### src/logic/cos_sim_pkg.sv
////////////////////////////////////////
// Cosine similarity engine package
// Element and accumulator widths,
// APB register map, divider states and
// the structs passed between blocks
////////////////////////////////////////

package cos_sim_pkg;

  ////////////////////////////////////////
  // Widths
  ////////////////////////////////////////

  // Unsigned element width
  localparam int DATA_WIDTH = 16;
  // Vector length field, 0 counts as 1
  localparam int LEN_WIDTH = 8;
  // Product width plus length bits so a full vector never overflows
  localparam int ACC_WIDTH = 2 * DATA_WIDTH + LEN_WIDTH;
  localparam int APB_ADDR_WIDTH = 8;

  ////////////////////////////////////////
  // Enums
  ////////////////////////////////////////

  // APB register map
  typedef enum logic [APB_ADDR_WIDTH-1:0] {
    ADDR_LENGTH = 8'h00,
    ADDR_DATA   = 8'h04,
    ADDR_RESULT = 8'h08,
    ADDR_STATUS = 8'h0C
  } reg_addr_e;

  // Divider FSM
  typedef enum logic [1:0] {
    IDLE,
    LOAD,
    ITER,
    HOLD
  } div_state_e;

  ////////////////////////////////////////
  // Structs
  ////////////////////////////////////////

  // One element pair from the register block
  typedef struct packed {
    logic                  valid;
    logic                  last;
    logic [DATA_WIDTH-1:0] a;
    logic [DATA_WIDTH-1:0] b;
  } elem_pair_t;

  // Finished sums of one vector
  typedef struct packed {
    logic [ACC_WIDTH-1:0] dot;
    logic [ACC_WIDTH-1:0] norm_a;
    logic [ACC_WIDTH-1:0] norm_b;
  } acc_sums_t;

  // STATUS register layout
  typedef struct packed {
    logic [15:0] reserved_hi;
    logic [7:0]  done_cnt;
    logic [5:0]  reserved_lo;
    logic        busy;
    logic        result_valid;
  } status_t;

endpackage
### src/logic/cos_sim_dot_acc.sv
////////////////////////////////////////
// Dot product accumulator
// Sums a*b over one vector and holds
// the result until the divider takes it
////////////////////////////////////////

`timescale 1ns/1ps

module cos_sim_dot_acc (
  input  logic                              CLK,
  input  logic                              RST,
  input  cos_sim_pkg::elem_pair_t           elem,
  input  logic                              take,
  output logic [cos_sim_pkg::ACC_WIDTH-1:0] dot_sum,
  output logic                              sums_valid
);

  logic [2*cos_sim_pkg::DATA_WIDTH-1:0] prod;
  logic [cos_sim_pkg::ACC_WIDTH-1:0] run_sum;
  logic [cos_sim_pkg::ACC_WIDTH-1:0] next_sum;

  // Element product
  assign prod     = elem.a * elem.b;
  assign next_sum = run_sum + cos_sim_pkg::ACC_WIDTH'(prod);

  // Running sum and valid flag
  always_ff @(posedge CLK or posedge RST) begin
    if (RST) begin
      run_sum    <= '0;
      sums_valid <= 1'b0;
    end else begin
      if (elem.valid) begin
        // Restart for the next vector on the last pair
        run_sum <= elem.last ? '0 : next_sum;
      end
      // Next vector's pairs may arrive in the take cycle
      if (elem.valid && elem.last) begin
        sums_valid <= 1'b1;
      end else if (take) begin
        sums_valid <= 1'b0;
      end
    end
  end

  // Hold register
  always_ff @(posedge CLK) begin
    if (elem.valid && elem.last) begin
      dot_sum <= next_sum;
    end else if (take) begin
      // Empty after hand-off
      dot_sum <= '0;
    end
  end

endmodule

### config.mk
export PLATFORM = sky130hd
export DESIGN_NAME = cos_sim_dot_acc
export DESIGN_NICKNAME = d
export VERILOG_FILES = /design/src/logic/cos_sim_pkg.sv /design/src/logic/cos_sim_dot_acc.sv
export SDC_FILE = /design/constraint.sdc
export NUM_CORES = 1
export LEC_CHECK = 0
export ABC_AREA = 1
export BUFFER_PORTS_ARGS = -buffer_cell sky130_fd_sc_hd__buf_2
export CAP_MARGIN = 25
export CORE_MARGIN = 2
export CORE_UTILIZATION = 58
export DETAILED_ROUTE_END_ITERATION = 10
export PLACE_DENSITY = 0.79
export SLEW_MARGIN = 20
export SYNTH_ARGS = -nofsm -noshare
export SYNTH_HDL_FRONTEND = slang
export SYNTH_SLANG_ARGS = --single-unit
### constraint.sdc
create_clock -name CLK -period 3.9 [get_ports CLK]
set_clock_uncertainty 0.1 [all_clocks]
set_input_delay 0.39 -clock CLK [delete_from_list [all_inputs] [get_ports CLK]]
set_output_delay 0.39 -clock CLK [all_outputs]
set_load 0.005 [all_outputs]
==> results of run 1 <==
## logic make-up (layout without fill, tap and decap cells)
logic type	Yosys count	after routing	share of synthesized area [%]
and+or+nand+nor	674	674	19.7
buffers and inverters	634	868	17.3
adders and majority gates	336	336	42.8
DFF	81	81	16.2
AOI/OAI and AO/OA	72	72	2.84
xor gates and xnor gates	19	19	1.21
## per-stage QoR
stage                     utilization, %  std cells  TNS (ns)
after CTS                           76.5       2355    -76.58
after floorplan                        -       1816    -74.29
after global placement              69.0       2311   -108.89
after global routing                79.4       2369    -92.72
final                               79.4       2369    -84.65
after detailed placement            69.0       2311   -112.88
## layout make-up
| class | count | area [sq um] |
|---|---|---|
| inverters | 558 | 2100 |
| flip-flops and latches | 81 | 2230 |
| fillers | 1416 | 4810 |
| clock inverters | 5 | 38.8 |
| multi-input cells | 1101 | 10900 |
| repair buffers | 294 | 2670 |
| well taps | 319 | 399 |
| clock buffers | 11 | 243 |
## layout by cell type, fill, tap and decap left out, types with 14 or more instances in the layout
| cell type | instances |
|---|---|
| a21oi_2 | 14 |
| buf_12 | 17 |
| buf_2 | 48 |
| buf_4 | 159 |
| buf_6 | 52 |
| dfrtp_1 | 41 |
| edfxtp_1 | 40 |
| fa_1 | 207 |
| fa_2 | 19 |
| ha_1 | 82 |
| ha_4 | 24 |
| inv_1 | 480 |
| inv_2 | 75 |
| nand2_1 | 387 |
| nand2_2 | 74 |
| nand2_4 | 47 |
| nand3_1 | 28 |
| nand3_2 | 15 |
| nor2_1 | 74 |
| nor2_4 | 15 |
| xnor2_4 | 16 |
## per-layer routing
layer	global-route usage (%)	up-vias	wire, um
li1	-	5612	-
met1	42.4	6207	16600
met2	58.9	603	21300
met3	5.09	189	2930
met4	13.0	0	2130
met5	0	-	0
## critical path, cell delays in order
cell     delay [ns]
buf_16         0.10
buf_6          0.10
nand2_4        0.04
fa_1           0.56
inv_2          0.06
fa_1           0.48
inv_1          0.05
fa_1           0.51
inv_2          0.05
fa_2           0.49
fa_1           0.50
inv_1          0.06
fa_1           0.52
inv_2          0.07
ha_4           0.36
nand2_8        0.09
buf_6          0.12
nor3_2         0.19
nand2_1        0.17
nand2_4        0.17
nand2_2        0.08
nand2_1        0.07
nand2_1        0.06
nand2_1        0.09
nor2_1         0.04
## registers in the layout, indices dropped and copies added, names as in the netlist
signal	count
run_sum	40
dot_sum	40
sums_valid	1
## worst max-delay path by stage
stage               cells past startpoint  startpoint     endpoint
detailed placement                     21    elem[25]  dot_sum[23]
finish                                 25    elem[23]  dot_sum[35]
floorplan                              26    elem[10]  dot_sum[31]
global placement                       21    elem[23]  dot_sum[30]
CTS                                    23    elem[23]  dot_sum[23]
global route                           24     elem[9]  dot_sum[35]
## repair_timing
action	4_1_cts	5_1_grt
setup endpoints to repair	70	70
buffers inserted	30	16
gates resized for setup	301	153
cloned	2	2
pin swaps	109	101
==> results.cfg, run 1 <==
[worst_setup_path]
r2r_slack_ns = -0.68
path_class = input port to register
worstReg2RegStart = run_sum[11]
r2r-end = dot_sum[35]
crit_required_ns = 3.88
cp-end-kind = register
startpoint_type = input port
cp.arrival_ns = 5.43
path_max_fanout = 4
r2r_cells = 20

[synth]
yosys-top-cells-count = 557 x inv_1, 503 x nand2_1, 226 x fa_1
synth_nets = 2189
synth_area_leaders = fa_1 33%, inv_1 15%, nand2_1 14%, ha_1 10%, edfxtp_1 8.7%
synth.largest_area_cell = fa_1
synth_top_area_share_pct = 32.8
synthCells = 1816
ys_ff_latch = 81
synth.most_common_cell = inv_1
syn_area_per_cell_sq_um = 7.59
netlist_area_sq_um = 13800
synth_cell_types = 29
synthFlopType = dfrtp_1
synth_edf_count = 40
async_reset_ff_share_pct = 50.6
yosysSeqAreaShare_pct = 16.2
ys.warnings.count = 0

[placement]
hpwl_um = 30300
place_area_sq_um = 16200
port_buffers = 77
dpl_worst_slack_ns = -1.94
gp_congestion = 0.953

[timing]
hold_viol_final = 0
final-setup-viol-count = 68
period_share_pct = 140
min_period_ns = 5.45
grt_setup_unrepaired = true
slew_headroom_pct = 31.0
setup_slack_ns = -1.55
fmax_mhz = 184
holdWs_ns = 0.0762
slew_violations = 0
tightest_slew_ns = 1.03

[cts]
holdBufCountCts = 0
cts_root_buf = clkbuf_16
clock_sinks = 81
htreeDepth = 3
clk_latency_ns = 0.35
cts_buffer_depth = 2
cts_buffers = 9
clkTransAtPathRegs_ns = 0.08
cts_tree = yes

[final_layout]
finalNetCount = 2418
antennaDiodeCount = 0
synthToLayoutAreaGrowth_pct = 34.9
layout-drive-gt1-share_pct = 32.2
stdcell_area_sq_um = 18600

[worst_hold_path]
hold_class = input port to asynchronous set/reset pin

[floorplan]
io_pins = 78
initial_core_util_pct = 58.9
die_area_sq_um = 25000
fp.coreArea_sq_um = 23400
die_w_um = 158
rows = 56
dieHeight_um = 158

[drt]
firstDrtPassIters = 7
vias = 12600
post_drt_wl_per_cell_um = 18.1
vias_per_cell = 5.32
drc = 0
ant_nets = 0
wirelength_um = 43000
drtIter0Drc = 1019

[outcome]
outcome = complete, but fails checks
violations = negative setup slack

[grt]
grt_pass1_wl_um = 65100
grt_max_degree = 42
grt_pass1_vias = 13200
track_usage_pct = 33.8
overflow = 0
grt_antenna_before_repair = 0

[flow_run]
drv_cap = 0
Power of run 1 is left out: the tool's default activity adds up to more than one toggle a clock period on the data nets, which glitch-free logic cannot reach.
==> run 2, diff against run 1 <==
--- a/config.mk
+++ b/config.mk
@@ -12,6 +12,7 @@
 export CORE_UTILIZATION = 58
 export DETAILED_ROUTE_END_ITERATION = 10
 export PLACE_DENSITY = 0.79
+export RECOVER_POWER = 50
 export SLEW_MARGIN = 20
 export SYNTH_ARGS = -nofsm -noshare
 export SYNTH_HDL_FRONTEND = slang
==> run 2 against run 1 <==
The run ends with max-capacitance violations, max-slew violations, negative setup slack left. Hold slack better by 0.12 ns. Final area about the same. Count of clock-buffer cells in the layout unchanged. Core utilization about the same. Register-to-register slack about the same. Routed wire length up 0.28%. Via count up 0.49%. First-iteration DRC count down 0.59%. Sequential share of layout area about the same. Critical path type unchanged.
==> results.cfg, run 2 (synthesized netlist as in run 1, its figures left out) <==
[timing]
slew_violations = 42
min_period_ns = 5.45
hold_viol_final = 0
period_share_pct = 140
tightest_slew_ns = 2.66
setup_slack_ns = -1.55
final-setup-viol-count = 68
grt_setup_unrepaired = true
holdWs_ns = 0.196
fmax_mhz = 184
slew_headroom_pct = -77.1

[final_layout]
stdcell_area_sq_um = 18600
final_common_cell = inv_1
seq_area_sq_um = 2230
finalNetCount = 2418
antennaDiodeCount = 0
layout-drive-gt1-share_pct = 32.2
synthToLayoutAreaGrowth_pct = 34.9
layout_common_cells = 480 x inv_1, 387 x nand2_1, 207 x fa_1, 158 x buf_4, 82 x ha_1
fin_util_pct = 79.4
n_fill_cell = 1417
top_regs = dot_sum: 40 flops, run_sum: 40 flops, sums_valid: 1 flops
multiInputGateArea_sq_um = 10900

[worst_hold_path]
hold_class = input port to register

[cts]
clk_latency_ns = 0.35
clock_sinks = 81
clkTransAtPathRegs_ns = 0.07
htreeDepth = 3
cts_buffer_depth = 2
cts_root_buf = clkbuf_16
holdBufCountCts = 0
cts_buffers = 9
cts_tree = yes

[outcome]
outcome = complete, but fails checks
violations = max-capacitance violations, max-slew violations, negative setup slack

[worst_setup_path]
cp-end-kind = register
path_class = input port to register
cp.arrival_ns = 5.42
path_max_fanout = 4
crit_required_ns = 3.88
startpoint_type = input port

[floorplan]
dieHeight_um = 158
die_w_um = 158
rows = 56
fp.coreArea_sq_um = 23400
initial_core_util_pct = 58.9
io_pins = 78
die_area_sq_um = 25000

[grt]
grt_antenna_before_repair = 0
grt_max_degree = 42
grt_pass1_wl_um = 65100
grt_pass1_vias = 13200
overflow = 0
track_usage_pct = 33.8

[placement]
gp_congestion = 0.953
place_area_sq_um = 16200
port_buffers = 77
hpwl_um = 30300

[drt]
drtIter0Drc = 1013
firstDrtPassIters = 6
post_drt_wl_per_cell_um = 18.2
vias_per_cell = 5.35
wirelength_um = 43100
drc = 0
ant_nets = 0
vias = 12700

[flow_run]
drv_cap = 1
run 2: cell types whose count changed in the layout (fill, tap and decap cells not counted):
cell | previous run | this run
clkbuf_1 | 1 | 2
buf_4 | 159 | 158
run 2: final timing paths:
kind                                  start     endpoint  slack [ns]  cells after the start
worst min-delay path                   take   sums_valid        0.20                      4
worst max register to register  run_sum[11]  dot_sum[35]       -0.69                     20
worst min register to register   sums_valid   sums_valid        0.38                      2
max in group asynchronous               RST  run_sum[37]        1.26                      3
min in group asynchronous               RST   run_sum[7]        0.92                      3
worst max-delay path               elem[23]  dot_sum[35]       -1.55                     25
run 2: repair_timing:
item / in CTS / in global routing
cloned: 2 / 2
setup endpoints to repair: 70 / 70
pin swaps: 109 / 101
setup buffers: 30 / 16
resized for setup: 301 / 153
run 2: cell type report:
| class | instances | area share [%] |
|---|---|---|
| Clock buffer | 11 | 1.31 |
| Tap cell | 319 | 2.15 |
| Timing Repair Buffer | 294 | 14.4 |
| Inverter | 558 | 11.3 |
| Clock inverter | 5 | 0.209 |
| Multi-Input combinational cell | 1101 | 58.7 |
| Sequential cell | 81 | 12.0 |
run 2: per-stage QoR:
stage	std cells	setup TNS (ns)	worst slack (ns)
finish	2369	-84.76	-1.55
global route	2369	-92.72	-1.65
CTS	2355	-76.58	-1.36
detailed placement	2311	-112.88	-1.94
global placement	2311	-108.89	-1.91
floorplan	1816	-74.29	-1.37
run 2: critical path: stages:
cell and delay, ns:
buf_16 0.10, buf_6 0.10, nand2_4 0.04, fa_1 0.56, inv_2 0.06, fa_1 0.48
inv_1 0.05, fa_1 0.51, inv_2 0.05, fa_2 0.48, fa_1 0.50, inv_1 0.06
fa_1 0.52, inv_2 0.07, ha_4 0.36, nand2_8 0.09, buf_6 0.12, nor3_2 0.18
nand2_1 0.17, nand2_4 0.17, nand2_2 0.08, nand2_1 0.07, nand2_1 0.06, nand2_1 0.09
nor2_1 0.04
run 2: metal layers:
metal / routed length, um / share of wire [%] / track usage [%]
met1: 16600 / 38 / 42.4
met2: 21300 / 49 / 58.9
met3: 3070 / 7.1 / 5.09
met4: 2180 / 5.1 / 13.0
met5: 0 / 0 / 0
Power of run 2 is left out for the same reason.
