===== config.mk =====
export PLATFORM = sky130hd
export DESIGN_NAME = cos_sim_norm_acc
export DESIGN_NICKNAME = d
export VERILOG_FILES = /design/src/logic/cos_sim_pkg.sv /design/src/logic/cos_sim_norm_acc.sv
export SDC_FILE = /design/constraint.sdc
export NUM_CORES = 1
export LEC_CHECK = 0
export BUFFER_PORTS_ARGS = -buffer_cell sky130_fd_sc_hd__buf_2
export CORE_ASPECT_RATIO = 0.8
export CORE_MARGIN = 2
export CORE_UTILIZATION = 30
export DETAILED_ROUTE_END_ITERATION = 10
export GPL_ROUTABILITY_DRIVEN = 0
export GPL_TIMING_DRIVEN = 0
export MAX_ROUTING_LAYER = met4
export PLACE_DENSITY = 0.55
export REMOVE_ABC_BUFFERS = 1
export SYNTH_ARGS = -nofsm -noshare
export SYNTH_HDL_FRONTEND = slang
export SYNTH_SLANG_ARGS = --single-unit

===== constraint.sdc =====
create_clock -name CLK -period 6.8 [get_ports CLK]
set_input_delay 0.68 -clock CLK [delete_from_list [all_inputs] [get_ports CLK]]
set_output_delay 0.68 -clock CLK [all_outputs]
set_load 0.05 [all_outputs]

===== src/logic/cos_sim_pkg.sv =====
////////////////////////////////////////
// Cosine similarity engine package
// Element and accumulator widths,
// APB register map, divider states and
// the structs passed between blocks
////////////////////////////////////////

package cos_sim_pkg;

  ////////////////////////////////////////
  // Widths
  ////////////////////////////////////////

  // Unsigned element width
  localparam int DATA_WIDTH = 16;
  // Vector length field, 0 counts as 1
  localparam int LEN_WIDTH = 8;
  // Product width plus length bits so a full vector never overflows
  localparam int ACC_WIDTH = 2 * DATA_WIDTH + LEN_WIDTH;
  localparam int APB_ADDR_WIDTH = 8;

  ////////////////////////////////////////
  // Enums
  ////////////////////////////////////////

  // APB register map
  typedef enum logic [APB_ADDR_WIDTH-1:0] {
    ADDR_LENGTH = 8'h00,
    ADDR_DATA   = 8'h04,
    ADDR_RESULT = 8'h08,
    ADDR_STATUS = 8'h0C
  } reg_addr_e;

  // Divider FSM
  typedef enum logic [1:0] {
    IDLE,
    LOAD,
    ITER,
    HOLD
  } div_state_e;

  ////////////////////////////////////////
  // Structs
  ////////////////////////////////////////

  // One element pair from the register block
  typedef struct packed {
    logic                  valid;
    logic                  last;
    logic [DATA_WIDTH-1:0] a;
    logic [DATA_WIDTH-1:0] b;
  } elem_pair_t;

  // Finished sums of one vector
  typedef struct packed {
    logic [ACC_WIDTH-1:0] dot;
    logic [ACC_WIDTH-1:0] norm_a;
    logic [ACC_WIDTH-1:0] norm_b;
  } acc_sums_t;

  // STATUS register layout
  typedef struct packed {
    logic [15:0] reserved_hi;
    logic [7:0]  done_cnt;
    logic [5:0]  reserved_lo;
    logic        busy;
    logic        result_valid;
  } status_t;

endpackage

===== src/logic/cos_sim_norm_acc.sv =====
////////////////////////////////////////
// Squared norm accumulator
// Sums a*a and b*b over one vector in
// step with the dot accumulator
////////////////////////////////////////

`timescale 1ns/1ps

module cos_sim_norm_acc (
  input  logic                              CLK,
  input  logic                              RST,
  input  cos_sim_pkg::elem_pair_t           elem,
  input  logic                              take,
  output logic [cos_sim_pkg::ACC_WIDTH-1:0] norm_a_sum,
  output logic [cos_sim_pkg::ACC_WIDTH-1:0] norm_b_sum
);

  logic [2*cos_sim_pkg::DATA_WIDTH-1:0] sq_a;
  logic [2*cos_sim_pkg::DATA_WIDTH-1:0] sq_b;
  logic [cos_sim_pkg::ACC_WIDTH-1:0] run_a;
  logic [cos_sim_pkg::ACC_WIDTH-1:0] run_b;
  logic [cos_sim_pkg::ACC_WIDTH-1:0] next_a;
  logic [cos_sim_pkg::ACC_WIDTH-1:0] next_b;

  // Element squares
  assign sq_a = elem.a * elem.a;
  assign sq_b = elem.b * elem.b;

  assign next_a = run_a + cos_sim_pkg::ACC_WIDTH'(sq_a);
  assign next_b = run_b + cos_sim_pkg::ACC_WIDTH'(sq_b);

  // Running sums, cleared after the last pair
  always_ff @(posedge CLK or posedge RST) begin
    if (RST) begin
      run_a <= '0;
      run_b <= '0;
    end else if (elem.valid) begin
      run_a <= elem.last ? '0 : next_a;
      run_b <= elem.last ? '0 : next_b;
    end
  end

  // Hold registers
  // Filled and emptied on the same cycles as the dot hold register
  always_ff @(posedge CLK) begin
    if (elem.valid && elem.last) begin
      norm_a_sum <= next_a;
      norm_b_sum <= next_b;
    end else if (take) begin
      norm_a_sum <= '0;
      norm_b_sum <= '0;
    end
  end

endmodule


==> results of run 1 <==
-- layout make-up --
| cell class | instances | area [sq um] | area share |
|---|---|---|---|
| Multi-Input combinational cell | 1469 | 15800 | 0.616 |
| Sequential cell | 160 | 4400 | 0.172 |
| Inverter | 694 | 2640 | 0.103 |
| Tap cell | 1012 | 1270 | 0.0493 |
| Timing Repair Buffer | 140 | 935 | 0.0364 |
| Clock buffer | 18 | 439 | 0.0171 |
| Clock inverter | 14 | 168 | 0.00653 |
-- Yosys cell counts, types with 3 or more instances --
master,count
a211o_1,3
a211oi_1,3
a21boi_0,3
a21o_1,41
a21oi_1,68
a31o_2,4
a31oi_1,5
a41oi_1,3
and2_1,70
and3_1,19
buf_1,5
clkbuf_1,73
dfrtp_1,80
edfxtp_1,80
fa_1,384
ha_1,220
inv_1,693
mux2i_1,4
nand2_1,204
nand2b_1,6
nand3_1,21
nand4_1,13
nor2_1,127
nor2b_1,12
nor3_1,4
o211ai_1,5
o21a_1,3
o21ai_0,34
o21ai_1,3
o21bai_1,8
o22ai_1,26
o2bb2ai_1,36
o31ai_1,9
or2_2,3
or3_1,5
xnor2_1,47
xor2_1,37
-- state kept, by name, indices dropped and copies added (netlist names) --
| register | flops |
|---|---|
| run_b | 40 |
| norm_a_sum | 40 |
| norm_b_sum | 40 |
| run_a | 40 |
-- cell families after synthesis --
kind of cell    count (synthesis)
xor+xnor                       84
fa+ha+maj                     604
simple gates                  494
compound gates                280
flops                         160
buf+inv                       774
mux                             6
-- worst max path at each step --
stage / start / end / slack (ns) / depth (start not counted)
2_1_floorplan: elem[3] / norm_b_sum[36] / -0.15 / 25
3_3_place_gp: elem[33] / norm_a_sum[9] / -3.04 / 3
3_5_place_dp: elem[3] / norm_b_sum[36] / -1.59 / 26
4_1_cts: elem[26] / norm_a_sum[39] / 0.004 / 22
5_1_grt: elem[28] / norm_a_sum[36] / -0.04 / 24
6_report: elem[3] / norm_b_sum[33] / 0.21 / 27
-- through the flow --
| stage | cell area (sq um) | util | hold slack (ns) | cells |
|---|---|---|---|---|
| 2_1_floorplan | 22400 | - | 0.458 | 2322 |
| 3_3_place_gp | 24300 | 0.323 | 0.475 | 3450 |
| 3_5_place_dp | 24400 | 0.324 | 0.480 | 3453 |
| 4_1_cts | 25200 | 0.335 | 0.254 | 3493 |
| 5_1_grt | 25700 | 0.341 | 0.297 | 3507 |
| 6_report | 25700 | 0.341 | 0.276 | 3507 |
-- routing by layer --
metal | vias to the layer above | global-route usage
met5 | - | -
met4 | 0 | 0.0304
met3 | 39 | 0.0334
met2 | 246 | 0.229
met1 | 7879 | 0.234
li1 | 7512 | -
-- what timing repair did --
action,4_1_cts,5_1_grt
setup buffers,8,14
endpoints found under the setup margin,60,54
gates resized for setup,37,86
cloned,0,1
pin swaps,4,20
hold buffers,0,0
-- worst max-delay path, stage by stage --
cell and delay, ns:
buf_12 0.13, clkinvlp_4 0.21, buf_6 0.20, nor2_4 0.12
ha_1 0.26, xnor2_1 0.16, fa_1 0.53, inv_1 0.05
fa_1 0.49, inv_1 0.05, fa_1 0.45, fa_1 0.51
inv_1 0.05, fa_1 0.47, inv_1 0.04, ha_2 0.31
a21oi_2 0.17, o21bai_1 0.08, a21oi_1 0.17, o211ai_1 0.11
buf_4 0.18, a311oi_4 0.36, o31ai_2 0.15, a221o_1 0.33
a21oi_1 0.17, xor2_1 0.29, nor2_1 0.09
==> results.txt, run 1 <==
The data arrival time at the worst-slack endpoint is 6.83 ns. The port buffer count came out at 116. Setup violations remaining at the end of the flow were counted as 0. The remaining global-route overflow came out at 0. Of the post-synthesis cell area, the part taken by muxes is 0.00275. Setup repair after global routing could not meet its margin everywhere. The number of pins with negative max-slew slack in the final report was 0.

The top achievable clock speed came out at 0.152 GHz. The wire length on met1 is 29,400 um. The register-to-register setup slack came out at 1.35 ns. The proportion of netlist area held by the largest area contributor came out at 0.338. For the worst-skew pair, the clock arrives at the later sink with an insertion delay of 0.50 ns. In this run the clock root is driven by a clkbuf_16. The area of the die is 78,000 sq um. Max-cap violations in this run came to 0. The required time of the critical path came out at 7.04 ns. The TritonCTS clock tree is done. STA classifies the critical path startpoint as a primary input. The cell row count is 90. The total of flip-flops plus latches after synthesis is 160. The post-synthesis share of cell area spent on xor and xnor gates is 0.0324. After synthesis, the largest family of logic cells by area is adder cells.

In this run, synthesis inferred 80 flip-flops with an integrated enable. The mapped netlist covers 22,700 sq um. The detailed route wirelength on metal2 came out at 23,900 um. In the synthesized netlist the dominant register cell turns out to be edfxtp_1.

The HPWL after detailed placement is 43,800 um. Signal routing reaches up to met4. The number of different library cells in the post-synthesis netlist came out at 68. The maximum fanout count along the critical path came out at 13. The capturing element type of the critical path is a flip-flop. The detail-routed via count per cell is 4.47. In this run the tightest slew margin relative to its limit is 0.220. The total negative slack came out at 0 ns. The slew of the pin with the lowest slew margin came out at 1.17 ns. The final antenna diode count is 0. The shortest clock period the worst path allows after layout is 6.59 ns. The final antenna-violating net count is 0.

The fraction of final layout cells with drive strength greater than 1 is 0.103. The sink count of the clock tree is 160. The layout filler cell count is 7,855. Clock-pin slew was measured on the worst setup and hold paths at 0.08 ns. The clock skew came out at 0.0154 ns. The final route contains 15,700 vias. The worst slack at placement is -1.59 ns. The share of the Yosys chip area taken by registers is 0.194. The first global-routing pass estimated 94,400 um of wire. The share of the synthesized area in compound gates (AO/OA/AOI/OAI) came out at 0.0853. The beginning of the worst register-to-register path is run_b[10]. The dominant cell type by area after synthesis is fa_1. Counting flops with an async set or reset pin after synthesis yields a share of 0.500. The worst reg-to-reg path cell count came out at 20.

Of the total synthesized cell area, the portion taken by full adders, half adders and majority gates is 0.459. The endpoint identified for the worst register-to-register timing path is norm_b_sum[33]. The initial antenna violation count came out at 0.

In this run the horizontal extent of the chip is 312 um. The number of synthesis warnings came out at 0. The pre-antenna-repair detailed-routing pass consisted of 5 iterations. In this run the mean area of a mapped cell was 9.47 sq um.

The hold violation total from the final report came to 0. The maximum number of buffers from clock root to sink is 2. The number of remaining DRC errors is 0. The TritonCTS buffer count is 17. The area added between synthesis and finish came out at 12.9%. The number of global-route vias before repair is 16,900.

The starting density of the core came out at 0.302. The final routed wire length divided by cell count is 16.2 um. The library cell used most frequently in the layout, excluding fill and tap cells, is inv_1. Setup slack closes at 0.209 ns. The top cell types in the final layout, fill and taps aside, are inv_1, fa_1, ha_1.

The total core area came out at 75,200 sq um. The critical path is of the primary input to flip-flop type. In this run the worst hold path is classified as primary input to asynchronous set/reset pin. The maximum number of pins on one net before global-route repair is 63. The wire length after detailed routing came out at 56,800 um.

The number of H-tree levels is 4. The DRC marker count from the first detailed-route iteration is 734. After technology mapping, the gate count stands at 2,402. The overall die height came out at 250 um.

The global routing usage summed across all routing layers came out at 0.160. The met3 wire length came out at 2820 um. The portion of the clock cycle consumed by the worst path in the final layout came out at 0.969. During I/O placement, the number of pins put on the boundary was 117. For this run, the post-layout net count is 3,123.

The flow ran to the end, and the final reports show no timing, DRC or antenna violations. Of the total synthesized cell area, the portion taken by AND, OR, NAND and NOR gates is 0.0988. By area the synthesized netlist is led by fa_1, ha_1, inv_1.
Power of run 1 is left out: the tool's default activity adds up to more than one toggle a clock period on the data nets, which glitch-free logic cannot reach.
==> run 2: changes to the inputs <==
--- a/config.mk
+++ b/config.mk
@@ -9,12 +9,14 @@
 export CORE_ASPECT_RATIO = 0.8
 export CORE_MARGIN = 2
 export CORE_UTILIZATION = 30
+export CTS_BUF_LIST = sky130_fd_sc_hd__clkbuf_16
 export DETAILED_ROUTE_END_ITERATION = 10
 export GPL_ROUTABILITY_DRIVEN = 0
 export GPL_TIMING_DRIVEN = 0
 export MAX_ROUTING_LAYER = met4
 export PLACE_DENSITY = 0.55
 export REMOVE_ABC_BUFFERS = 1
+export SETUP_SLACK_MARGIN = 0.3
 export SYNTH_ARGS = -nofsm -noshare
 export SYNTH_HDL_FRONTEND = slang
 export SYNTH_SLANG_ARGS = --single-unit
==> results.txt, run 2 (same netlist as run 1, synthesis figures left out) <==
The total instance count after detailed placement came to 3,453 (unchanged). The maximum fanout count along the critical path is 6 (was 13). The hold violation total from the final report came to 0 (unchanged). The sink count of the clock tree was 160 (unchanged).

The maximum number of pins on one net before global-route repair is 63 (unchanged). The number of global-route vias before repair came out at 17,000 (was 16,900). The initial antenna violation count came out at 0 (unchanged). The max-cap check violation count was 0 (unchanged). The worst slew margin relative to its limit came out at 0.212 (was 0.220). The detail-routed via count per cell is 4.49 (was 4.47). The port buffer count is 116 (unchanged). The number of remaining DRC errors is 0 (unchanged). The shortest clock period the worst path allows after layout is 6.53 ns (was 6.59 ns). The end-of-flow core utilization came to 0.353 (was 0.341). The worst path setup slack after routing is 0.274 ns (was 0.209 ns).

The total iterations of the first detailed-routing run is 5 (unchanged). The remaining global-route overflow was 0 (unchanged). The number of pins with negative max-slew slack in the final report is 0 (unchanged). The required time of the critical path is 7.04 ns (about the same). The final antenna-violating net count is 0 (unchanged).

The root buffer selected by CTS is clkbuf_16 (unchanged). The wire length after detailed routing came to 57,800 um (was 56,800 um). Commonest non-fill, non-tap cells in the layout: inv_1, fa_1, nand2_1 (was inv_1, fa_1, ha_1). The register-to-register setup slack was 1.28 ns (was 1.35 ns). The final antenna diode count came to 0 (unchanged). The total number of vias came out at 16,000 (was 15,700).

The maximum number of buffers from clock root to sink came out at 2 (unchanged). The final cell count without fillers came out at 3,553 (was 3,507). The worst-skew pair later-pin latency came out at 0.49 ns (was 0.50 ns).

The number of failing setup endpoints in the final timing report came to 0 (unchanged). The total negative slack is 0 ns (unchanged). The area of the die was 78,000 sq um (unchanged). The leading cell type in the layout, fill and taps excluded is inv_1 (unchanged). The final net count is 3,169 (was 3,123). The worst slack at placement came out at -1.59 ns (unchanged). The clock skew is 0.0130 ns (was 0.0154 ns).

The data arrival time at the worst-slack endpoint is 6.76 ns (was 6.83 ns). The clock slew seen by the registers of the worst setup and hold paths came out at 0.08 ns (about the same). Outcome: finished clean (unchanged).

Setup repair after global routing missed its margin: yes (unchanged). The area added between synthesis and finish came out at 16.9% (was 12.9%). The fraction of final layout cells with drive strength greater than 1 is 0.144 (was 0.103). The starting density of the core is 0.302 (unchanged). The total core area came out at 75,200 sq um (unchanged).

The TritonCTS buffer count is 17 (unchanged). The overall die height came out at 250 um (unchanged). The final routed wire length divided by cell count came to 16.3 um (was 16.2 um). The cell row count is 90 (unchanged).

The DRC marker count from the first detailed-route iteration is 781 (was 734). The number of H-tree levels came out at 4 (unchanged). The slew of the pin with the lowest slew margin is 1.18 ns (was 1.17 ns). The top achievable clock speed came to 0.153 GHz (was 0.152 GHz). The TritonCTS clock tree is done (unchanged). The final HPWL from detailed placement is 43,800 um (unchanged).

The sort of element at the start of the critical path was a primary input (unchanged). The capturing element type of the critical path was a flip-flop (unchanged). The class of the most critical hold timing path is primary input to asynchronous set/reset pin (unchanged). The portion of the clock cycle consumed by the worst path in the final layout was 0.960 (was 0.969).

The width of the die is 312 um (unchanged). The global routing usage summed across all routing layers is 0.161 (was 0.160). The count of pins on the block boundary is 117 (unchanged). The critical path class is primary input to flip-flop (unchanged). The first-pass GRT wire length came to 95,000 um (was 94,400 um).
==> run 2: cell count changes in the layout (fill, tap and decap cells not counted), sizes merged <==
cell / delta
buf: +57
clkinvlp: +4
clkbuf: -11
a311oi: -1
clkinv: +1
inv: -4
==> run 2: path summary, 6_finish.rpt <==
kind                             endpoint  cells after the start       from
setup reg to reg           norm_b_sum[33]                     21  run_b[10]
min in group CLK                 run_b[0]                      1   run_b[0]
max in group asynchronous        run_a[8]                      3        RST
setup / recovery           norm_b_sum[33]                     27    elem[3]
hold reg to reg                  run_b[0]                      1   run_b[0]
hold / removal                  run_a[36]                      2        RST
==> run 2: metrics by stage <==
stage,area [sq um],hold slack [ns]
3_3_place_gp,24300,0.475
4_1_cts,25500,0.254
6_report,26600,0.272
2_1_floorplan,22400,0.458
3_5_place_dp,24400,0.480
5_1_grt,26600,0.295
==> run 2: repair_timing <==
item	CTS	global route
resized for setup	92	156
pin swaps	19	91
setup endpoints to repair	80	72
gates cloned	0	1
hold buffers	0	0
buffers inserted	20	47
==> run 2: metal layers <==
metal	track usage	routed length, um
met1	0.236	29800
met2	0.230	24800
met3	0.0327	2730
met4	0.0313	569
met5	-	0
==> run 2: layout make-up <==
cell class / count / area (sq um)
inverter: 694 / 2660
timing repair buffer: 187 / 1470
clock buffer: 17 / 425
sequential: 160 / 4400
multi-input combinational: 1468 / 16200
clock inverter: 15 / 171
tap: 1012 / 1270
fill: 7789 / 48600
==> run 2: critical path, stage by stage <==
cell        delay, ns
buf_16           0.09
clkinvlp_4       0.20
buf_6            0.21
nor2_4           0.10
fa_1             0.45
inv_2            0.08
fa_1             0.43
fa_1             0.49
inv_1            0.05
fa_1             0.52
inv_1            0.05
fa_1             0.47
inv_1            0.05
fa_1             0.56
ha_4             0.24
inv_1            0.08
o21bai_1         0.08
a21oi_2          0.18
o211ai_1         0.10
buf_4            0.18
a311oi_4         0.31
buf_6            0.17
o31ai_4          0.08
a221o_1          0.39
a21oi_2          0.18
xor2_2           0.23
nor2_1           0.08
Power of run 2 is left out for the same reason.
