==> src/logic/cos_sim_pkg.sv <==
////////////////////////////////////////
// Cosine similarity engine package
// Element and accumulator widths,
// APB register map, divider states and
// the structs passed between blocks
////////////////////////////////////////

package cos_sim_pkg;

  ////////////////////////////////////////
  // Widths
  ////////////////////////////////////////

  // Unsigned element width
  localparam int DATA_WIDTH = 16;
  // Vector length field, 0 counts as 1
  localparam int LEN_WIDTH = 8;
  // Product width plus length bits so a full vector never overflows
  localparam int ACC_WIDTH = 2 * DATA_WIDTH + LEN_WIDTH;
  localparam int APB_ADDR_WIDTH = 8;

  ////////////////////////////////////////
  // Enums
  ////////////////////////////////////////

  // APB register map
  typedef enum logic [APB_ADDR_WIDTH-1:0] {
    ADDR_LENGTH = 8'h00,
    ADDR_DATA   = 8'h04,
    ADDR_RESULT = 8'h08,
    ADDR_STATUS = 8'h0C
  } reg_addr_e;

  // Divider FSM
  typedef enum logic [1:0] {
    IDLE,
    LOAD,
    ITER,
    HOLD
  } div_state_e;

  ////////////////////////////////////////
  // Structs
  ////////////////////////////////////////

  // One element pair from the register block
  typedef struct packed {
    logic                  valid;
    logic                  last;
    logic [DATA_WIDTH-1:0] a;
    logic [DATA_WIDTH-1:0] b;
  } elem_pair_t;

  // Finished sums of one vector
  typedef struct packed {
    logic [ACC_WIDTH-1:0] dot;
    logic [ACC_WIDTH-1:0] norm_a;
    logic [ACC_WIDTH-1:0] norm_b;
  } acc_sums_t;

  // STATUS register layout
  typedef struct packed {
    logic [15:0] reserved_hi;
    logic [7:0]  done_cnt;
    logic [5:0]  reserved_lo;
    logic        busy;
    logic        result_valid;
  } status_t;

endpackage
==> src/logic/cos_sim_apb_regs.sv <==
////////////////////////////////////////
// Cosine similarity APB register block
// LENGTH, DATA, RESULT and STATUS
// registers, pair sequencing and
// PREADY back-pressure on last pairs
////////////////////////////////////////

`timescale 1ns/1ps

module cos_sim_apb_regs (
  input  logic                                   CLK,
  input  logic                                   RST,
  input  logic                                   psel,
  input  logic                                   penable,
  input  logic                                   pwrite,
  input  logic [cos_sim_pkg::APB_ADDR_WIDTH-1:0] paddr,
  input  logic [31:0]                            pwdata,
  input  logic                                   sums_valid,
  input  logic                                   result_valid,
  input  logic [31:0]                            result,
  input  logic                                   busy_div,
  output logic [31:0]                            prdata,
  output logic                                   pready,
  output logic                                   pslverr,
  output cos_sim_pkg::elem_pair_t                elem,
  output logic                                   pop
);

  logic access;
  logic is_length;
  logic is_data;
  logic is_result;
  logic is_status;
  logic acc_err;
  logic stall;
  logic last_pair;
  logic [cos_sim_pkg::LEN_WIDTH-1:0] length_q;
  logic [cos_sim_pkg::LEN_WIDTH-1:0] last_idx;
  logic [cos_sim_pkg::LEN_WIDTH-1:0] pair_cnt;
  logic [7:0] done_cnt;
  logic result_valid_q;
  cos_sim_pkg::status_t status;

  ////////////////////////////////////////
  // Decode
  ////////////////////////////////////////

  // Access phase of any transfer
  assign access    = psel & penable;
  assign is_length = (paddr == cos_sim_pkg::ADDR_LENGTH);
  assign is_data   = (paddr == cos_sim_pkg::ADDR_DATA);
  assign is_result = (paddr == cos_sim_pkg::ADDR_RESULT);
  assign is_status = (paddr == cos_sim_pkg::ADDR_STATUS);

  // Error per register, unmapped always fails
  always_comb begin
    if (is_length) begin
      acc_err = 1'b0;
    end else if (is_data) begin
      acc_err = ~pwrite;
    end else if (is_result) begin
      acc_err = pwrite | ~result_valid;
    end else if (is_status) begin
      acc_err = pwrite;
    end else begin
      acc_err = 1'b1;
    end
  end

  // Zero length behaves as one
  assign last_idx  = (length_q == '0) ? '0 : length_q - 1'b1;
  assign last_pair = (pair_cnt == last_idx);

  // Last pair must wait until the divider took the previous sums
  assign stall   = access & pwrite & is_data & last_pair & sums_valid;
  assign pready  = access & ~stall;
  assign pslverr = pready & acc_err;

  ////////////////////////////////////////
  // Element and pop strobes
  ////////////////////////////////////////

  assign elem.valid = access & pwrite & is_data & ~stall;
  assign elem.last  = last_pair;
  assign elem.a     = pwdata[cos_sim_pkg::DATA_WIDTH-1:0];
  assign elem.b     = pwdata[2*cos_sim_pkg::DATA_WIDTH-1:cos_sim_pkg::DATA_WIDTH];

  // Successful RESULT read
  assign pop = access & ~pwrite & is_result & result_valid;

  ////////////////////////////////////////
  // Read data
  ////////////////////////////////////////

  // Busy while a vector is partly in, pending or dividing
  assign status.reserved_hi  = '0;
  assign status.done_cnt     = done_cnt;
  assign status.reserved_lo  = '0;
  assign status.busy         = busy_div | sums_valid | (pair_cnt != '0);
  assign status.result_valid = result_valid;

  // Erroneous reads return zero
  always_comb begin
    prdata = '0;
    if (access && !pwrite && !acc_err) begin
      if (is_length) begin
        prdata = 32'(length_q);
      end else if (is_result) begin
        prdata = result;
      end else if (is_status) begin
        prdata = status;
      end
    end
  end

  ////////////////////////////////////////
  // Registers
  ////////////////////////////////////////

  always_ff @(posedge CLK or posedge RST) begin
    if (RST) begin
      length_q       <= cos_sim_pkg::LEN_WIDTH'(1);
      pair_cnt       <= '0;
      done_cnt       <= '0;
      result_valid_q <= 1'b0;
    end else begin
      // Count each new result once, wraps at 256
      result_valid_q <= result_valid;
      if (result_valid && !result_valid_q) begin
        done_cnt <= done_cnt + 1'b1;
      end
      // New length restarts the pair count
      if (access && pwrite && is_length) begin
        length_q <= pwdata[cos_sim_pkg::LEN_WIDTH-1:0];
        pair_cnt <= '0;
      end else if (elem.valid) begin
        pair_cnt <= last_pair ? '0 : pair_cnt + 1'b1;
      end
    end
  end

endmodule

==> config.mk <==
export PLATFORM = sky130hd
export DESIGN_NAME = cos_sim_apb_regs
export DESIGN_NICKNAME = d
export VERILOG_FILES = /design/src/logic/cos_sim_pkg.sv /design/src/logic/cos_sim_apb_regs.sv
export SDC_FILE = /design/constraint.sdc
export NUM_CORES = 1
export LEC_CHECK = 0
export BUFFER_PORTS_ARGS = -buffer_cell sky130_fd_sc_hd__clkbuf_2
export CAP_MARGIN = 15
export CORE_ASPECT_RATIO = 1.2
export CORE_MARGIN = 2
export CORE_UTILIZATION = 44
export CTS_CLUSTER_SIZE = 16
export DETAILED_ROUTE_END_ITERATION = 16
export PLACE_DENSITY = 0.86
export SYNTH_ARGS = -nofsm -noshare
export SYNTH_HDL_FRONTEND = slang
export SYNTH_SLANG_ARGS = --single-unit
==> constraint.sdc <==
create_clock -name CLK -period 4.4 [get_ports CLK]
set_input_delay 0.88 -clock CLK [delete_from_list [all_inputs] [get_ports CLK]]
set_output_delay 0.88 -clock CLK [all_outputs]
set_load 0.005 [all_outputs]
==> impl_metrics.yaml, run 1 <==
setup_path:
  required_ns: 3.52
  critical_path.max_stage_delay_ns: 0.49
  setup.worst_path.start_class: "register"
  timing.rr.start: "length_q[0]$_DFFE_PP1P_"
  critical_path.top_delay_family: "simple AND/OR/NAND/NOR gates"
  crit_start: "length_q[1]$_DFFE_PP0P_"
  crit_chain: "inv_1 -> ha_1 -> or3b_2 -> nor3_1 -> a31o_1 -> nand3_1 -> or3_1 -> or2_4 -> inv_2 -> a311oi_1 -> clkbuf_2"
  cp_data_arrival_time_ns: 3.01
  critPathMaxFanout: 7
  reg2reg_depth: 9
  r2r_slack_ns: 1.61
  end_kind: "output pin"
  reg2reg_to: "pair_cnt[2]$_DFFE_PP0P_"
  path_depth: 11
  critPathKind: "register to output pin"
  crit_path_top_delay_cell: "or3b_2"
  cp_num_buf_inv: 3
  crit_path_end: "pslverr"
sta:
  skew_ns: 0.01082
  drv_slew: 0
  finalCritPeriodShare_pct: 88.46
  setup_violations: 0
  rsz0062_at_grt: "no"
  hold_viol: 0
  worst_slew_pin_slew_ns: 0.9755
  relSlewSlack_pct: 34.89
  min_period_ns: 3.892
  max_freq_ghz: 0.2569
  setup-tns-final_ns: 0
run:
  maxCapViolCount: 0
drt:
  wl_per_cell_um: 15.30
  first_pass_iters: 4
  met2_length_mm: 3.057
  route.vias.total: 2244
  vias_per_cell: 5.554
  topRoutingLayerUsed: "met4"
  ant_nets: 0
  wirelength_mm: 6.180
  post-route-drc-count: 0
  met3_length_um: 356
  first_iter_violations: 183
  drt-met1-wl_mm: 2.535
status:
  status: "complete, no violations"
cells_and_area:
  finalCoreUtilization_pct: 51.68
  multi_input_area_um2: 1415
  seq_area_um2: 626.9
  design_area_um2: 2719
  fill_cells: 503
  syn2layout_area_growth_pct: 13.30
  nNetsFinal: 428
  layout-drive-gt1-share_pct: 37.13
  antennaDiodeCount: 0
synth:
  synthesis.area_um2: 2400
  yosys.area.top_type_share_pct: 25.03
  ys_types: 61
  synth_ff_type: "dfrtp_1"
  ys_ff_latch: 25
  synth_edf_count: 0
  syn_nets: 369
  synth_warnings: 0
  synth.area.top_cells: "dfrtp_1, buf_4, mux2i_1"
  synthTopCellsByCount: "buf_4, nor2_1, dfrtp_1"
  synthCells: 284
  ys_seq_area_share_pct: 26.12
  yosys.area.top_type: "dfrtp_1"
  async_flop_share_pct: 100.0
  synthMostInstantiatedCell: "buf_4"
  avgSynthCellArea_um2: 8.450
floorplan:
  num_rows: 29
  initial_core_util_pct: 45.61
  die_h_um: 84.90
  die_x_um: 71.42
  core-area_um2: 5261
  dieArea_um2: 6063
  pin_count: 149
clock_tree:
  hold_buffers: 0
  clkTransAtPathRegs_ns: 0.09
  clock_latency_ns: 0.28
  numCtsBuffers: 3
  clockBufferDepth: 2
  htreeDepth: 1
  cts_root_buffer: "clkbuf_8"
  cts_tree: "done"
  cts_setup_buffers: 0
  cts_resized: 0
  cts.sinks: 25
grt:
  grt_pass1_vias: 2211
  grt_pass1_wl_mm: 10.18
  overflow: 0
  grt_max_degree: 26
  antenna_found_initial: 0
  grt_usage_pct: 20.85
pwr:
  p_sw_w: 0.0001817
  internal_power_w: 0.0003934
  pwr-share-clk_pct: 24.4
  leakage_nw: 1.362
  pwr-share-seq_pct: 53.2
  total_power_w: 0.0005751
  netSwitchingFraction_pct: 31.59
  ir_drop_mv: 0.1869
  powerDensity_nw_per_um2: 211.5
  combPwrFrac_pct: 22.5
worst_hold_path:
  hp-class: "register to register"
  hp-start: "done_cnt[7]$_DFFE_PP0P_"
placement:
  place_area_um2: 2673
  gp_congestion: 0.9625
  hpwl_mm: 5.034
  port_buffers: 100
-- worst min-delay path by stage --
stage,endpoint,slack [ns],cells after the start
floorplan,done_cnt[7]$_DFFE_PP0P_,0.45,1
global placement,done_cnt[7]$_DFFE_PP0P_,0.46,1
detailed placement,done_cnt[7]$_DFFE_PP0P_,0.47,1
CTS,done_cnt[7]$_DFFE_PP0P_,0.48,1
global route,done_cnt[6]$_DFFE_PP0P_,0.53,1
finish,done_cnt[7]$_DFFE_PP0P_,0.49,1
-- stage by stage --
| stage | setup slack [ns] | cells | hold slack (ns) |
|---|---|---|---|
| finish | 0.5079 | 404 | 0.4876 |
| global route | 0.2857 | 404 | 0.5291 |
| CTS | 0.5130 | 404 | 0.4811 |
| detailed placement | 0.8011 | 400 | 0.4658 |
| global placement | 0.8623 | 400 | 0.4613 |
| floorplan | 1.034 | 284 | 0.4452 |
-- layout by cell type, fill, tap and decap left out, types with 5 or more instances in the layout --
cell type,count
nand2b_1,5
xnor2_1,9
xor2_1,5
inv_1,9
nand3_1,9
dfrtp_1,24
mux2i_1,14
o21ai_1,5
nand2_1,10
o21ai_0,10
nor3_1,5
ha_1,5
clkbuf_2,100
and2_1,20
mux2_2,7
nor2_1,28
-- layer usage --
| metal | GRT usage, % | vias up |
|---|---|---|
| li1 | - | 1093 |
| met1 | 25.11 | 1040 |
| met2 | 35.35 | 88 |
| met3 | 2.850 | 23 |
| met4 | 11.66 | 0 |
| met5 | 0 | - |
-- state kept, by name, indices dropped and copies added (netlist names) --
signal / count
result_valid_q: 1
pair_cnt: 8
done_cnt: 8
length_q: 8
-- cell type report --
cell class                      count  share of cell area, %
Multi-Input combinational cell    201                  52.05
Sequential cell                    25                  23.06
Timing Repair Buffer              102                  18.96
Tap cell                           62                  2.853
Clock buffer                        3                  1.519
Inverter                           10                  1.381
Clock inverter                      1                 0.1841
-- worst register-to-register path, cell delays in order, from the launching register on --
cell and delay, ns:
dfstp_2 0.59, inv_1 0.11, ha_1 0.27, nor3b_1 0.17, xor2_1 0.17, or3b_1 0.38
a21o_1 0.23, a2111oi_4 0.47, nor2_2 0.12, o221ai_1 0.21
-- power groups by stage --
stage	Combinational, W	Sequential [W]	Clock [W]
global route	0.000145	0.000311	0.000152
floorplan	0.000111	0.000294	0
detailed placement	0.000132	0.000308	0
finish	0.000129	0.000306	0.000140
CTS	0.000131	0.000304	0.000143
global placement	0.000126	0.000307	0
-- cells by family after synthesis --
family / after synthesis / synth area share, %
compound gates: 50 / 16.16
xor+xnor: 14 / 5.110
fa+ha+maj: 5 / 2.607
buf+inv: 58 / 14.91
flops: 25 / 26.12
mux: 21 / 9.124
simple gates: 111 / 25.96
No activity file was read; power rests on OpenSTA's default activity.
==> run 2, diff against run 1 <==
--- a/config.mk
+++ b/config.mk
@@ -13,6 +13,7 @@
 export CTS_CLUSTER_SIZE = 16
 export DETAILED_ROUTE_END_ITERATION = 16
 export PLACE_DENSITY = 0.86
+export REMOVE_ABC_BUFFERS = 1
 export SYNTH_ARGS = -nofsm -noshare
 export SYNTH_HDL_FRONTEND = slang
 export SYNTH_SLANG_ARGS = --single-unit
==> impl_metrics.yaml, run 2 (synthesis gave the netlist of run 1 again) <==
sta:
  setup-tns-final_ns: 0
  worst_slew_pin_slew_ns: 0.9833
  min_period_ns: 3.985
  hold_viol: 0
  skew_ns: 0.002359
  setup_violations: 0
  rsz0062_at_grt: "no"
  relSlewSlack_pct: 34.38
  drv_slew: 0
  finalCritPeriodShare_pct: 90.56
  fin_ws_ns: 0.4152
  max_freq_ghz: 0.2510
clock_tree:
  cts_resized: 0
  cts.sinks: 25
  numCtsBuffers: 3
  htreeDepth: 1
  hold_buffers: 0
  clockBufferDepth: 2
  clock_latency_ns: 0.27
  cts_setup_buffers: 0
  cts_tree: "done"
  clkTransAtPathRegs_ns: 0.09
  cts_root_buffer: "clkbuf_8"
floorplan:
  pin_count: 149
  core-area_um2: 5261
  initial_core_util_pct: 45.61
  dieArea_um2: 6063
  die_x_um: 71.42
  die_h_um: 84.90
  num_rows: 29
grt:
  antenna_found_initial: 0
  grt_max_degree: 26
  grt_usage_pct: 21.39
  overflow: 0
  grt_pass1_wl_mm: 10.41
  grt_pass1_vias: 2175
setup_path:
  crit_path_end: "pslverr"
  required_ns: 3.52
  critPathMaxFanout: 7
  crit_start: "length_q[0]$_DFFE_PP1P_"
  timing.rr.start: "length_q[0]$_DFFE_PP1P_"
  cp_data_arrival_time_ns: 3.10
  setup.worst_path.start_class: "register"
  r2r_slack_ns: 1.63
  reg2reg_to: "pair_cnt[2]$_DFFE_PP0P_"
  end_kind: "output pin"
  critPathKind: "register to output pin"
  reg2reg_depth: 9
cells_and_area:
  reg_top3: "done_cnt (8), length_q (8), pair_cnt (8)"
  mostFrequentLayoutCells: "clkbuf_2, nor2_1, dfrtp_1"
  nNetsFinal: 428
  final_common_cell: "clkbuf_2"
  design_area_um2: 2718
  layout-drive-gt1-share_pct: 36.84
  antennaDiodeCount: 0
  syn2layout_area_growth_pct: 13.24
pwr:
  pwr-share-clk_pct: 25.0
  netSwitchingFraction_pct: 31.78
  p_sw_w: 0.0001839
  leakage_nw: 1.359
  internal_power_w: 0.0003948
  total_power_w: 0.0005787
  combPwrFrac_pct: 22.3
  ir_drop_mv: 0.1937
  pwr-share-seq_pct: 52.7
  powerDensity_nw_per_um2: 212.9
drt:
  met3_length_um: 461
  met2_length_mm: 3.395
  vias_per_cell: 5.574
  wirelength_mm: 6.562
  first_pass_iters: 5
  drt-met1-wl_mm: 2.632
  route.vias.total: 2252
  topRoutingLayerUsed: "met4"
  ant_nets: 0
  post-route-drc-count: 0
  wl_per_cell_um: 16.24
  first_iter_violations: 136
status:
  status: "complete, no violations"
worst_hold_path:
  hp-class: "register to register"
  min_path_cells: 1
run:
  maxCapViolCount: 0
placement:
  port_buffers: 100
  place_area_um2: 2673
  post-place-ws_ns: 0.7591
  gp_congestion: 0.9541
  hpwl_mm: 5.226
[run 2: cell count changes in the layout (fill, tap and decap cells not counted), sizes merged]
cell,change
clkbuf,+1
clkinv,-1
[run 2: power by group through the flow]
| stage | clock (W) | combinational [W] | sequential (W) |
|---|---|---|---|
| floorplan | 0 | 0.0000795 | 0.000296 |
| global placement | 0 | 0.000125 | 0.000306 |
| detailed placement | 0 | 0.000130 | 0.000309 |
| CTS | 0.000147 | 0.000131 | 0.000304 |
| global route | 0.000154 | 0.000148 | 0.000311 |
| finish | 0.000145 | 0.000129 | 0.000305 |
[run 2: routing by layer]
metal | track usage [%] | vias up
met4 | 4.631 | 0
met1 | 25.19 | 1059
met3 | 7.838 | 8
met2 | 36.95 | 95
li1 | - | 1090
met5 | 0.8547 | -
[run 2: worst min-delay path by stage]
stage	from	endpoint	slack, ns
after floorplan	done_cnt[7]$_DFFE_PP0P_	done_cnt[7]$_DFFE_PP0P_	0.45
after global placement	done_cnt[7]$_DFFE_PP0P_	done_cnt[7]$_DFFE_PP0P_	0.46
after detailed placement	done_cnt[7]$_DFFE_PP0P_	done_cnt[7]$_DFFE_PP0P_	0.47
after CTS	done_cnt[7]$_DFFE_PP0P_	done_cnt[7]$_DFFE_PP0P_	0.48
after global routing	done_cnt[7]$_DFFE_PP0P_	done_cnt[7]$_DFFE_PP0P_	0.51
final	done_cnt[7]$_DFFE_PP0P_	done_cnt[7]$_DFFE_PP0P_	0.48
[run 2: final cells by class]
cell class                      instances  area, µm²
Clock buffer                            4      45.04
Fill cell                             490       2544
Inverter                               10      37.54
Multi-Input combinational cell        201       1415
Sequential cell                        25      626.9
Tap cell                               62      77.57
Timing Repair Buffer                  102      515.5
[run 2: metrics by stage]
step / hold slack [ns] / util (%) / std cells
after floorplan: 0.4452 / - / 236
after global placement: 0.4609 / 50.80 / 400
after detailed placement: 0.4669 / 50.80 / 400
after CTS: 0.4801 / 51.65 / 404
after global routing: 0.5079 / 51.65 / 404
final: 0.4768 / 51.65 / 404
[run 2: critical path, cell delays in order (launching register included)]
cell and delay, ns:
dfstp_2 0.60, inv_1 0.11, ha_1 0.27, xnor2_1 0.29, xnor2_1 0.18, a31o_1 0.19
nand3_1 0.06, or3_1 0.50, or2_4 0.31, inv_2 0.09, a311oi_1 0.09, clkbuf_2 0.15
